<file path="config.mk">
export PLATFORM = sky130hd
export DESIGN_NAME = adma_engine
export DESIGN_NICKNAME = d
export VERILOG_FILES = /design/src/adma_pkg.sv /design/src/sdhc_reg_pkg.sv /design/src/adma_engine.sv
export SDC_FILE = /design/constraint.sdc
export NUM_CORES = 1
export LEC_CHECK = 0
export BUFFER_PORTS_ARGS = -buffer_cell sky130_fd_sc_hd__buf_2
export CAP_MARGIN = 15
export CORE_ASPECT_RATIO = 1.1
export CORE_MARGIN = 2
export CORE_UTILIZATION = 42
export CTS_CLUSTER_DIAMETER = 100
export CTS_CLUSTER_SIZE = 16
export DETAILED_ROUTE_END_ITERATION = 10
export PLACE_DENSITY = 0.62
export SYNTH_ARGS = -nofsm -noshare
export SYNTH_HDL_FRONTEND = slang
export SYNTH_SLANG_ARGS = --single-unit
</file>
<file path="constraint.sdc">
create_clock -name CLK -period 5.8 [get_ports CLK]
set_clock_uncertainty 0.2 [all_clocks]
set_input_delay 1.16 -clock CLK [delete_from_list [all_inputs] [get_ports CLK]]
set_output_delay 1.16 -clock CLK [all_outputs]
set_load 0.05 [all_outputs]
</file>
<file path="src/adma_pkg.sv">
package adma_pkg;

   //////////////////////////////
   // ADMA2 descriptor
   //////////////////////////////
   typedef enum logic [1:0] {
      act_nop  = 2'b00,
      act_tran = 2'b10,
      act_link = 2'b11   // 2'b01 reserved, handled as nop
   } adma_act_t;

   // field view, msb first, 64 bits total
   typedef struct packed {
      logic [31:0] address;   // word address in system ram
      logic [15:0] length;    // counted in 32-bit words
      logic [9:0]  rsvd_hi;
      adma_act_t   act;       // bits 5:4
      logic        rsvd_lo;
      logic        int_bit;
      logic        end_bit;
      logic        valid;     // bit 0
   } adma_desc_fields_t;

   // the engine fills words[0] first, then words[1]
   typedef union packed {
      adma_desc_fields_t fields;
      logic [1:0][31:0]  words;
   } adma_desc_u;

   //////////////////////////////
   // memory bus
   //////////////////////////////
   typedef struct packed {
      logic        valid;
      logic        write;
      logic [31:0] addr;   // word address
      logic [31:0] wdata;
   } mem_req_t;

endpackage

</file>
<file path="src/sdhc_reg_pkg.sv">
package sdhc_reg_pkg;

   //////////////////////////////
   // host register select
   //////////////////////////////
   typedef enum logic [3:0] {
      sel_adma_addr_lo  = 4'h0,  // table address bits 15:0
      sel_adma_addr_hi  = 4'h1,  // table address bits 31:16
      sel_transfer_mode = 4'h2,
      sel_command       = 4'h3
   } reg_offset_t;

   // bit positions inside the written halfword
   localparam int cmd_start_bit       = 0;
   localparam int mode_dma_enable_bit = 0;
   localparam int mode_direction_bit  = 4;  // same place as the SD transfer mode reg

   typedef struct packed {
      logic direction;   // 1 = read, card to ram
      logic dma_enable;
   } transfer_mode_t;

   typedef enum logic [1:0] {
      err_none         = 2'd0,
      err_invalid_desc = 2'd1,
      err_bad_length   = 2'd2  // tran runs past end of ram
   } adma_error_t;

endpackage

</file>
<file path="src/adma_engine.sv">
`timescale 1ns/1ps

module adma_engine
   import sdhc_reg_pkg::*;
   import adma_pkg::*;
#(
   parameter int ADDR_WIDTH = 10
) (
   input  logic           CLK,
   input  logic           reset,
   input  logic           start,
   input  logic [31:0]    table_addr,
   input  transfer_mode_t mode,
   output mem_req_t       mem_req,
   input  logic           mem_grant,
   input  logic           mem_rvalid,
   input  logic [31:0]    mem_rdata,
   output logic           tx_write,
   output logic [31:0]    tx_data,
   input  logic           tx_full,
   output logic           rx_read,
   input  logic [31:0]    rx_data,
   input  logic           rx_empty,
   output logic           busy,
   output logic           done,
   output adma_error_t    error_code
);

   typedef enum logic [3:0] {
      st_idle, st_fetch, st_fetch_wait, st_decode, st_next,
      st_tx_read, st_tx_wait, st_tx_push,
      st_rx_pop, st_rx_wait, st_rx_write
   } state_t;

   state_t            state;
   adma_desc_u        desc;
   adma_desc_fields_t fields;
   logic              word_sel;    // which descriptor word is fetched
   logic [31:0]       desc_ptr;
   logic [31:0]       xfer_addr;
   logic [15:0]       count;       // words left in current tran
   logic [31:0]       rx_word;
   logic [32:0]       span_end;
   logic              past_end;

   assign fields   = desc.fields;
   assign span_end = {1'b0, fields.address} + {17'd0, fields.length};
   assign past_end = span_end > (33'd1 << ADDR_WIDTH);

   //////////////////////////////
   // bus requests
   //////////////////////////////
   always_comb begin
      mem_req = '0;
      case (state)
         st_fetch: begin
            mem_req.valid = 1'b1;
            mem_req.addr  = desc_ptr + {31'd0, word_sel};
         end
         st_tx_read: begin
            mem_req.valid = 1'b1;
            mem_req.addr  = xfer_addr;
         end
         st_rx_write: begin
            mem_req.valid = 1'b1;
            mem_req.write = 1'b1;
            mem_req.addr  = xfer_addr;
            mem_req.wdata = rx_word;
         end
         default: ;
      endcase
   end

   assign tx_write = (state == st_tx_push) && !tx_full;
   assign rx_read  = (state == st_rx_pop) && !rx_empty;

   //////////////////////////////
   // state machine
   //////////////////////////////
   always_ff @(posedge CLK) begin
      if (reset) begin
         state      <= st_idle;
         word_sel   <= 1'b0;
         busy       <= 1'b0;
         done       <= 1'b0;
         error_code <= err_none;
      end else begin
         done <= 1'b0;
         case (state)
            st_idle: if (start) begin
               desc_ptr   <= table_addr;
               word_sel   <= 1'b0;
               error_code <= err_none;
               busy       <= 1'b1;
               state      <= st_fetch;
            end
            st_fetch: if (mem_grant) state <= st_fetch_wait;
            st_fetch_wait: if (mem_rvalid) begin
               desc.words[word_sel] <= mem_rdata;
               word_sel <= ~word_sel;
               state    <= word_sel ? st_decode : st_fetch;
            end
            st_decode: begin
               xfer_addr <= fields.address;
               count     <= fields.length;
               if (!fields.valid) begin
                  error_code <= err_invalid_desc;
                  done       <= 1'b1;
                  busy       <= 1'b0;
                  state      <= st_idle;
               end else if (fields.act == act_tran) begin
                  if (past_end) begin
                     error_code <= err_bad_length;  // nothing moved
                     done       <= 1'b1;
                     busy       <= 1'b0;
                     state      <= st_idle;
                  end else if (fields.length == 16'd0)
                     state <= st_next;
                  else if (mode.direction)
                     state <= st_rx_pop;
                  else
                     state <= st_tx_read;
               end else
                  state <= st_next;  // nop, link
            end
            st_next: begin
               if (fields.end_bit) begin
                  done  <= 1'b1;
                  busy  <= 1'b0;
                  state <= st_idle;
               end else begin
                  desc_ptr <= (fields.act == act_link) ? fields.address : desc_ptr + 32'd2;
                  state    <= st_fetch;
               end
            end
            st_tx_read: if (mem_grant) state <= st_tx_wait;
            st_tx_wait: if (mem_rvalid) begin
               tx_data <= mem_rdata;
               state   <= st_tx_push;
            end
            st_tx_push: if (!tx_full) begin
               xfer_addr <= xfer_addr + 32'd1;
               count     <= count - 16'd1;
               state     <= (count == 16'd1) ? st_next : st_tx_read;
            end
            st_rx_pop: if (!rx_empty) state <= st_rx_wait;
            st_rx_wait: begin
               rx_word <= rx_data;  // buffer dout valid now
               state   <= st_rx_write;
            end
            st_rx_write: if (mem_grant) begin
               xfer_addr <= xfer_addr + 32'd1;
               count     <= count - 16'd1;
               state     <= (count == 16'd1) ? st_next : st_rx_pop;
            end
            default: state <= st_idle;
         endcase
      end
   end

endmodule

</file>
# Word level (Yosys, flattened, before mapping)
# Cells that the tools add are included.
totals:
  ff_bits: 217
  output_inout_bits: 104
  elab_cells: 123
  in_bits: 105
op_classes:
  eq_ne: 25
  n_reduce_logical: 23
  magnitude_cmp: 3
  n_mux: 54
  n_addsub: 5
  bitwise_logic: 2
ops:
  columns: ["operator", "n"]
  rows:
  - ["2-to-1 mux 32 bit", 7]
  - ["one-hot mux 32 bit (2 select lines)", 2]
  - ["one-hot mux 32 bit (3 select lines)", 1]
  - ["bitwise mux 64 bit", 1]
  - ["2-to-1 mux 4 bit", 14]
  - ["one-hot mux 16 bit (3 select lines)", 1]
  - ["one-hot mux 4 bit (11 select lines)", 1]
  - ["adder 32 x 16 -> 33 bit", 1]
  - ["greater-than comparator 33 x 11 -> 1 bit, second input constant", 1]
  - ["adder 32 x 1 -> 32 bit", 1]
  - ["adder 32 x 1 -> 32 bit, second input constant", 1]
  - ["adder 32 x 2 -> 32 bit, second input constant", 1]
  - ["demux 32 bit (select 1 bit)", 1]
  - ["2-to-1 mux 16 bit", 2]
  - ["!= test 2 bit, second input constant", 10]
  - ["equality test 16 x 1 -> 1 bit, second input constant", 1]
  - ["equality test 4 x 3 -> 1 bit, second input constant", 4]
  - ["logical NOT 16 bit", 1]
  - ["subtractor 16 x 1 -> 16 bit, second input constant", 1]
  - ["2-to-1 mux 1 bit", 15]
  - ["equality test 4 bit, second input constant", 3]
  - ["AND reduction 4 bit", 3]
  - ["2-to-1 mux 2 bit", 5]
  - ["AND reduction 3 bit", 3]
  - ["other kinds (20)", 31]

# Longest topological paths before layout
# Gate-level depths: netlist of run 1.
depth:
  word_depth: 6
  ltp_mapped: 11

# Worst setup path before layout of run 1
# Ideal clock, no wire load.
synth_path:
  path_type: "input -> register"
  startpoint: "input mem_grant"
  endpoint: "register count[0] (enable)"
  path_buffers: 0
  slack_ns: 0.370
  arrival_time_ns: 4.717
  path_stages: 3
  path_cell_list: "inv_1 a22o_1 nor3_1"
synth_between:
  elab_chain_len: 2
synth_rtl:
  columns: ["element", "line_no", "rtl"]
  rows:
  - ["start: declaration", "adma_engine.sv:15", "input logic mem_grant,"]
  - ["!= test 2 bit (no line)", null, null]
  - ["AND reduction 4 bit (no line)", null, null]
  - ["end signal: assignment", "adma_engine.sv:105", "count <= fields.length;"]
  - ["end signal: assignment", "adma_engine.sv:143", "count <= count - 16'd1;"]
  - ["end signal: assignment", "adma_engine.sv:153", "count <= count - 16'd1;"]
  - ["end: declaration", "adma_engine.sv:41", "logic [15:0] count;"]
# Every way passes these cells.
# A chain may end at the register's enable or synchronous reset.

==> results_dict.tcl, run 1 <==
set metrics [dict create \
    status "finished clean" \
    cts_sinks 205 \
    layoutNonFillerInstCount 1730 \
    async_flop_share_pct 0 \
    die-area_um2 29300 \
    path_class "flip-flop to output pin" \
    whs_ns 0.349 \
    dpl.cell_count 1705 \
    worst_setup_path_start_kind "flip-flop" \
    vdd_drop_max_v 0.000198 \
    yosys.area.top_type "edfxtp_1" \
    cp.required_ns 4.44 \
    wl_um 34700 \
    diodes 0 \
    cp_max_fo 7 \
    cts_resized 0 \
    synthCells 1193 \
    synth-seq-cells 205 \
    grt_usage_pct 22.9 \
    antenna_found_initial 1 \
    die_y_um 179 \
    grt_overflow 0 \
    cts.path.max_buffers 3 \
    vias 9736 \
    setup_tns_ns 0 \
    clk_latency_ns 0.48 \
    yosysMostFrequentCell "nand2_1" \
    synth_common_cells "202 x nand2_1, 196 x edfxtp_1, 157 x o21ai_0" \
    cts_tree "built" \
    yosys.area.top_type_share_pct 50.2 \
    synth-edff-count 196 \
    max_slew.worst_pin.slew_ns 1.14 \
    fmax_mhz 202 \
    hold_class "flip-flop to flip-flop" \
    h-tree-depth 1 \
    setup_viol_count_final 0 \
    cts.clk_slew.worst_paths_ns 0.08 \
    synth_area_um2 11700 \
    grt_pass1_wl_um 51700 \
    coreArea_um2 27600 \
    io_pins 209 \
    drt_iter0_markers 1072 \
    cts_buffers 16 \
    synth.distinct_cells 77 \
    n_fill_cell 2606 \
    leakagePower_nw 5.08 \
    hold_viol_final 0 \
    root_buffer "clkbuf_16" \
    nNetsFinal 1489 \
    post_drt_wl_per_cell_um 20.1 \
    initial_core_util_pct 42.5 \
    rsz0062_at_grt "false" \
    cp-end-kind "output pin" \
    grt_pass1_vias 8994 \
    synthToLayoutAreaGrowth_pct 15.4 \
    dp_hpwl_um 25400 \
    avgSynthCellArea_um2 9.84 \
    post-route-period-util_pct 85.5 \
    cap_violations 0 \
    crit_arrival_ns 3.60 \
    synthesis.nets 1321 \
    place.gp.congestion 0.930 \
    drive_above_1_share_pct 19.0 \
    multi_input_area_um2 5340 \
    ff_latch_area_um2 6070 \
    cts_setup_buffers 0 \
    grt_max_degree 88 \
    synthFlopType "edfxtp_1" \
    p_per_area_nw_per_um2 252 \
    maxSlewHeadroom_pct 23.0 \
    portBuffers 207 \
    postCtsHoldBufs 0 \
    drt_first_pass_iters 6 \
    post_drt_via_cell_ratio 5.63 \
    power_mw 3.41 \
    yosys_warnings 0 \
    row_count 64 \
    report.final.slew_viol_count 0 \
    fin_crit_ns 4.96 \
    drtAntennaViolNets 0 \
    ys_top_cells_by_area "edfxtp_1 50%, o21ai_0 6.7%, nand2_1 6.5%" \
    die_w_um 163 \
    yosysSeqAreaShare_pct 51.7 \
    drc 0 \
]
-- critical path: stages (launching register included) --
cell and delay, ns:
dfxtp_1 0.48, ha_1 0.43, ha_1 0.26, nand3_1 0.17, nor2_1 0.21, and3_1 0.30, and3_1 0.39, nand3_1 0.14
xor2_1 0.17, o21ai_0 0.24, buf_2 0.33
-- layout make-up --
cell class	count	share of cell area (%)
Clock buffer	23	3.31
Sequential cell	205	44.8
Clock inverter	1	0.0370
Inverter	22	0.610
Timing Repair Buffer	219	8.47
Multi-Input combinational cell	897	39.4
Tap cell	363	3.35
-- routing by layer --
metal / part of all wire [%] / GRT usage [%] / wire length, um / vias to the layer above
met5: 0.055 / 0 / 19 / -
met4: 2.4 / 5.83 / 848 / 2
met3: 7.6 / 3.75 / 2650 / 61
met2: 47 / 37.4 / 16200 / 418
met1: 43 / 31.9 / 15000 / 4565
li1: - / - / - / 4690
-- logic make-up (layout without fill, tap and decap cells) --
group / after synthesis / count (layout) / synth area share (%)
adder cells (fa/ha/maj): 23 / 23 / 2.52
multiplexers: 10 / 10 / 0.864
flip-flops: 205 / 205 / 51.7
buffers and inverters: 91 / 265 / 3.04
AO/OA/AOI/OAI: 259 / 259 / 13.3
XOR/XNOR: 107 / 107 / 7.99
AND/OR/NAND/NOR: 498 / 498 / 20.6
-- cell usage in the layout, fill, tap and decap left out, types with 17 or more instances in the layout --
| master | Yosys | final |
|---|---|---|
| nor2_1 | 75 | 70 |
| a21oi_1 | 26 | 26 |
| nand4_1 | 33 | 33 |
| nand2_1 | 202 | 201 |
| and3_1 | 22 | 22 |
| nor3_1 | 23 | 22 |
| edfxtp_1 | 196 | 196 |
| xor2_1 | 57 | 57 |
| nor4_1 | 19 | 19 |
| clkbuf_16 | 0 | 17 |
| xnor2_1 | 50 | 50 |
| ha_1 | 22 | 22 |
| buf_2 | 8 | 207 |
| o21ai_0 | 157 | 157 |
| and2_1 | 38 | 38 |
| inv_1 | 21 | 21 |
| nand3_1 | 41 | 41 |
-- report_power, final --
part,internal [mW],switching [mW]
Clock,0.536,0.506
Combinational,0.168,0.453
Sequential,1.67,0.0729
-- path summary, 6_finish.rpt --
path,startpoint,to,slack (ns),cells past startpoint
setup reg to reg,desc[32],error_code[1],1.41,11
hold / removal,error_code[1],error_code[1],0.35,1
setup / recovery,word_sel,mem_req[46],0.84,10
hold reg to reg,error_code[1],error_code[1],0.35,1
-- per-stage QoR --
| stage | util (%) | setup slack, ns | area [um^2] |
|---|---|---|---|
| final | 49.0 | 0.841 | 13500 |
| after global routing | 49.0 | 0.712 | 13500 |
| after CTS | 48.9 | 0.907 | 13500 |
| after detailed placement | 47.3 | 1.42 | 13100 |
| after global placement | 47.3 | 1.46 | 13100 |
| after floorplan | - | 0.370 | 11700 |
-- flip-flops by register name (all words and copies together) (netlist names) --
register,flops
rx_word,32
tx_data,32
xfer_addr,32
state,4
word_sel,1
error_code,2
desc,52
done,1
busy,1
count,16
desc_ptr,32
No activity file was read; power rests on OpenSTA's default activity.
==> run 2: changes to the inputs <==
--- a/config.mk
+++ b/config.mk
@@ -7,13 +7,15 @@
 export LEC_CHECK = 0
 export BUFFER_PORTS_ARGS = -buffer_cell sky130_fd_sc_hd__buf_2
 export CAP_MARGIN = 15
+export CELL_PAD_IN_SITES_DETAIL_PLACEMENT = 0
+export CELL_PAD_IN_SITES_GLOBAL_PLACEMENT = 1
 export CORE_ASPECT_RATIO = 1.1
 export CORE_MARGIN = 2
 export CORE_UTILIZATION = 42
 export CTS_CLUSTER_DIAMETER = 100
 export CTS_CLUSTER_SIZE = 16
 export DETAILED_ROUTE_END_ITERATION = 10
-export PLACE_DENSITY = 0.62
+export PLACE_DENSITY = 0.77
 export SYNTH_ARGS = -nofsm -noshare
 export SYNTH_HDL_FRONTEND = slang
 export SYNTH_SLANG_ARGS = --single-unit
==> run 2 against run 1 <==
  * Maximum frequency is 1.1% lower
  * Design area shrank 0.22%
  * First-iteration DRC count down 47%
  * Non-clock buffer count down 2
  * Sequential cell count is the same
  * Total power shrank 0.43%
  * Die area unchanged
  * Highest routed layer unchanged
  * Critical path depth unchanged
  * Sequential power barely moved
  * Combinational power fell by 2%
  * Core utilization fell by 0.11 points
==> results_dict.tcl, run 2 (synthesized netlist as in run 1, its figures left out) <==
set metrics [dict create \
    grt_overflow 0 \
    report.final.slew_viol_count 0 \
    worst_setup_path_start_kind "flip-flop" \
    grt_max_degree 88 \
    portBuffers 207 \
    setup_tns_ns 0 \
    nNetsFinal 1487 \
    fmax_mhz 199 \
    coreArea_um2 27600 \
    cp.required_ns 4.44 \
    drtAntennaViolNets 0 \
    mostFrequentLayoutCell "buf_2" \
    vias 9519 \
    grt_pass1_wl_um 51100 \
    grt_usage_pct 22.6 \
    die_y_um 179 \
    die-area_um2 29300 \
    whs_ns 0.382 \
    cp_max_fo 4 \
    cp-end-kind "output pin" \
    drt_first_pass_iters 4 \
    row_count 64 \
    cts_sinks 205 \
    vdd_drop_max_v 0.000261 \
    hold_viol_final 0 \
    drive_above_1_share_pct 18.8 \
    placed_area_um2 13100 \
    pre_cts_ws_ns 1.31 \
    leakagePower_nw 5.06 \
    p_per_area_nw_per_um2 251 \
    post-route-period-util_pct 86.5 \
    post_drt_wl_per_cell_um 19.4 \
    io_pins 209 \
    place.gp.congestion 0.917 \
    cts.clk_slew.worst_paths_ns 0.08 \
    design_area_um2 13500 \
    antenna_found_initial 1 \
    dp_hpwl_um 24600 \
    finalCoreUtilization_pct 48.9 \
    max_slew.worst_pin.slew_ns 1.13 \
    rsz0062_at_grt "false" \
    post_drt_via_cell_ratio 5.51 \
    cts_tree "built" \
    synthToLayoutAreaGrowth_pct 15.1 \
    root_buffer "clkbuf_16" \
    die_w_um 163 \
    wl_um 33500 \
    drc 0 \
    maxSlewHeadroom_pct 24.8 \
    largest_register_ffs 52 \
    drt_iter0_markers 567 \
    diodes 0 \
    hold_class "flip-flop to flip-flop" \
    grt_pass1_vias 9242 \
    cts_buffers 16 \
    cap_violations 0 \
    cts.path.max_buffers 3 \
    path_class "flip-flop to output pin" \
    crit_arrival_ns 3.66 \
    status "finished clean" \
    fin_crit_ns 5.02 \
    clk_latency_ns 0.49 \
    mostFrequentLayoutCells "207 x buf_2, 200 x nand2_1, 196 x edfxtp_1, 157 x o21ai_0, 71 x nor2_1" \
    setup_ws_ns 0.783 \
    h-tree-depth 1 \
    cts_setup_buffers 0 \
    postCtsHoldBufs 0 \
    initial_core_util_pct 42.5 \
    setup_viol_count_final 0 \
    cts_resized 0 \
]
-- run 2: cell count changes in the layout (fill, tap and decap cells not counted), sizes merged --
cell / before / now
buf: 219 / 217
-- run 2: cell type report --
| type | instances | area (um^2) |
|---|---|---|
| Clock buffer | 23 | 448 |
| Timing Repair Buffer | 217 | 1110 |
| Tap cell | 363 | 454 |
| Multi-Input combinational cell | 897 | 5340 |
| Fill cell | 2645 | 14100 |
| Sequential cell | 205 | 6070 |
| Clock inverter | 1 | 3.75 |
| Inverter | 22 | 82.6 |
-- run 2: worst paths after layout --
kind | slack, ns | cells past startpoint | endpoint | start
setup / recovery | 0.78 | 10 | mem_req[63] | desc_ptr[1]
hold / removal | 0.38 | 1 | error_code[1] | error_code[1]
setup reg to reg | 1.72 | 11 | done | desc[32]
hold reg to reg | 0.38 | 1 | error_code[1] | error_code[1]
-- run 2: per-stage QoR --
stage	total power, mW	std cells
2_1_floorplan	2.20	1193
3_3_place_gp	2.39	1704
3_5_place_dp	2.39	1704
4_1_cts	3.43	1728
5_1_grt	3.53	1728
6_report	3.40	1728
-- run 2: critical path: stages (launching register included) --
cell,delay [ns]
edfxtp_1,0.43
ha_1,0.26
nand3_1,0.18
nor2_1,0.23
nand3_1,0.30
nor4_1,0.71
and4_1,0.33
nand2_1,0.07
xor2_1,0.14
o21ai_0,0.17
buf_2,0.32
-- run 2: power by group --
group,switching [mW],internal (mW),leakage (nW),total [mW]
Combinational,0.440,0.168,2.99,0.608
Sequential,0.0737,1.67,1.84,1.75
Clock,0.504,0.536,0.218,1.04
-- run 2: metal layers --
metal  track usage (%)  vias to the layer above  wire (um)  part of all wire (%)
li1                  -                     4664          -                     -
met1              29.4                     4470      14000                    42
met2              37.8                      311      16000                    48
met3              3.72                       72       2130                   6.4
met4              9.22                        2       1350                   4.0
met5                 0                        -         13                 0.039
==> run 3: changes to the inputs <==
--- a/config.mk
+++ b/config.mk
@@ -12,6 +12,7 @@
 export CORE_ASPECT_RATIO = 1.1
 export CORE_MARGIN = 2
 export CORE_UTILIZATION = 42
+export CTS_BUF_LIST = sky130_fd_sc_hd__clkbuf_16
 export CTS_CLUSTER_DIAMETER = 100
 export CTS_CLUSTER_SIZE = 16
 export DETAILED_ROUTE_END_ITERATION = 10
==> constraint.sdc (replaced) <==
create_clock -name CLK -period 4.8 [get_ports CLK]
set_clock_uncertainty 0.2 [all_clocks]
set_input_delay 0.96 -clock CLK [delete_from_list [all_inputs] [get_ports CLK]]
set_output_delay 0.96 -clock CLK [all_outputs]
set_load 0.05 [all_outputs]
==> run 3 against run 2 <==
  * Clock-buffer cell count shrank 6
  * Design area grew 0.50%
  * Highest routed layer unchanged
  * Global-route usage up 0.11 points
  * Sequential power increased by 21%
  * Worst setup slack worse by 0.58 ns
  * Via count up 1.6%
  * Total power grew 21%
  * Routed wire length up 0.69%
  * Critical path depth is the same
  * Worst hold slack lost 0.017 ns
  * Register-to-register slack worse by 1.1 ns
==> results_dict.tcl, run 3 (synthesized netlist as in run 1, its figures left out) <==
set metrics [dict create \
    place.gp.congestion 0.893 \
    drc 0 \
    nNetsFinal 1493 \
    grt_pass1_wl_um 51700 \
    drt_iter0_markers 706 \
    placed_area_um2 13100 \
    diodes 0 \
    postCtsHoldBufs 0 \
    drive_above_1_share_pct 19.5 \
    cts.clk_slew.worst_paths_ns 0.07 \
    cp.required_ns 3.64 \
    maxSlewHeadroom_pct 27.0 \
    cts_setup_buffers 0 \
    row_count 64 \
    root_buffer "clkbuf_16" \
    clk_latency_ns 0.49 \
    cts_buffers 16 \
    grt_overflow 0 \
    layoutNonFillerInstCount 1734 \
    ff_latch_area_um2 6070 \
    grt_pass1_vias 9280 \
    status "finished clean" \
    design_area_um2 13600 \
    rsz0062_at_grt "false" \
    drtAntennaViolNets 0 \
    crit_arrival_ns 3.44 \
    cts_sinks 205 \
    fmax_mhz 217 \
    worst_setup_path_start_kind "flip-flop" \
    vias 9672 \
    r2r_cells 11 \
    hold_viol_final 0 \
    p_int_mw 2.86 \
    die_y_um 179 \
    cts.path.max_buffers 3 \
    grt_max_degree 88 \
    max_slew.worst_pin.slew_ns 1.09 \
    portBuffers 207 \
    post_drt_wl_per_cell_um 19.4 \
    post_drt_via_cell_ratio 5.58 \
    report.final.slew_viol_count 0 \
    cp-end-kind "output pin" \
    comb_power_share_pct 18.1 \
    antenna_found_initial 1 \
    dp_hpwl_um 25200 \
    hold_class "flip-flop to flip-flop" \
    n_fill_cell 2624 \
    cts_tree "built" \
    largest_register_ffs 52 \
    wl_um 33700 \
    path_class "flip-flop to output pin" \
    multi_input_area_um2 5350 \
    hold_depth 1 \
    h-tree-depth 1 \
    drt_first_pass_iters 5 \
    setup_tns_ns 0 \
    dpl.cell_count 1710 \
    die_w_um 163 \
    coreArea_um2 27600 \
    cp_max_fo 7 \
    mostFrequentLayoutCell "buf_2" \
    finalCoreUtilization_pct 49.1 \
    initial_core_util_pct 42.5 \
    die-area_um2 29300 \
    grt_usage_pct 22.8 \
    io_pins 209 \
    pwr-share-clk_pct 30.3 \
    leakagePower_nw 5.12 \
    vdd_drop_max_v 0.000316 \
    cts_resized 0 \
    p_per_area_nw_per_um2 302 \
    sw_frac_of_total_pct 30.1 \
    synthToLayoutAreaGrowth_pct 15.7 \
    setup_viol_count_final 0 \
    seqPwrFrac_pct 51.6 \
    fin_crit_ns 4.60 \
    post-route-period-util_pct 95.8 \
    cap_violations 0 \
    mostFrequentLayoutCells "207 x buf_2, 200 x nand2_1, 196 x edfxtp_1, 157 x o21ai_0, 71 x nor2_1" \
    p_sw_mw 1.23 \
]
-- run 3: power by group through the flow --
stage / Clock, mW / Combinational (mW) / Sequential (mW)
2_1_floorplan: 0 / 0.534 / 2.12
3_3_place_gp: 0 / 0.739 / 2.15
3_5_place_dp: 0 / 0.746 / 2.15
4_1_cts: 1.27 / 0.747 / 2.11
5_1_grt: 1.33 / 0.807 / 2.12
6_report: 1.24 / 0.743 / 2.11
-- run 3: layout make-up --
cell class | instances | area share [%]
inverters | 22 | 0.608
multi-input cells | 897 | 39.4
flip-flops and latches | 205 | 44.7
clock buffers | 17 | 3.13
clock inverters | 7 | 0.203
repair buffers | 223 | 8.61
well taps | 363 | 3.35
-- run 3: path summary, 6_finish.rpt --
kind,end,slack (ns),from
setup / recovery,mem_req[62],0.20,word_sel
hold / removal,error_code[1],0.37,error_code[1]
setup reg to reg,error_code[1],0.65,desc[32]
hold reg to reg,error_code[1],0.37,error_code[1]
-- run 3: per-layer routing --
| metal | global-route usage, % | share of wire (%) | vias up |
|---|---|---|---|
| met1 | 29.3 | 42 | 4592 |
| met5 | 0 | 0.039 | - |
| met3 | 3.12 | 6.0 | 67 |
| met2 | 39.2 | 49 | 326 |
| met4 | 8.22 | 3.5 | 2 |
| li1 | - | - | 4685 |
-- run 3: through the flow --
step	power, mW	hold slack [ns]	setup WS [ns]
4_1_cts	4.13	0.372	0.0643
6_report	4.10	0.365	0.200
3_5_place_dp	2.90	0.352	0.611
2_1_floorplan	2.66	0.344	0.552
3_3_place_gp	2.89	0.352	0.633
5_1_grt	4.26	0.378	0.0450
-- run 3: worst max-delay path: stages (launching register included) --
cell     delay [ns]
dfxtp_1        0.48
ha_1           0.29
ha_1           0.24
nand3_1        0.16
nor2_1         0.23
and3_1         0.32
and3_2         0.34
nand2_1        0.09
xor2_1         0.15
o21ai_0        0.32
buf_2          0.34
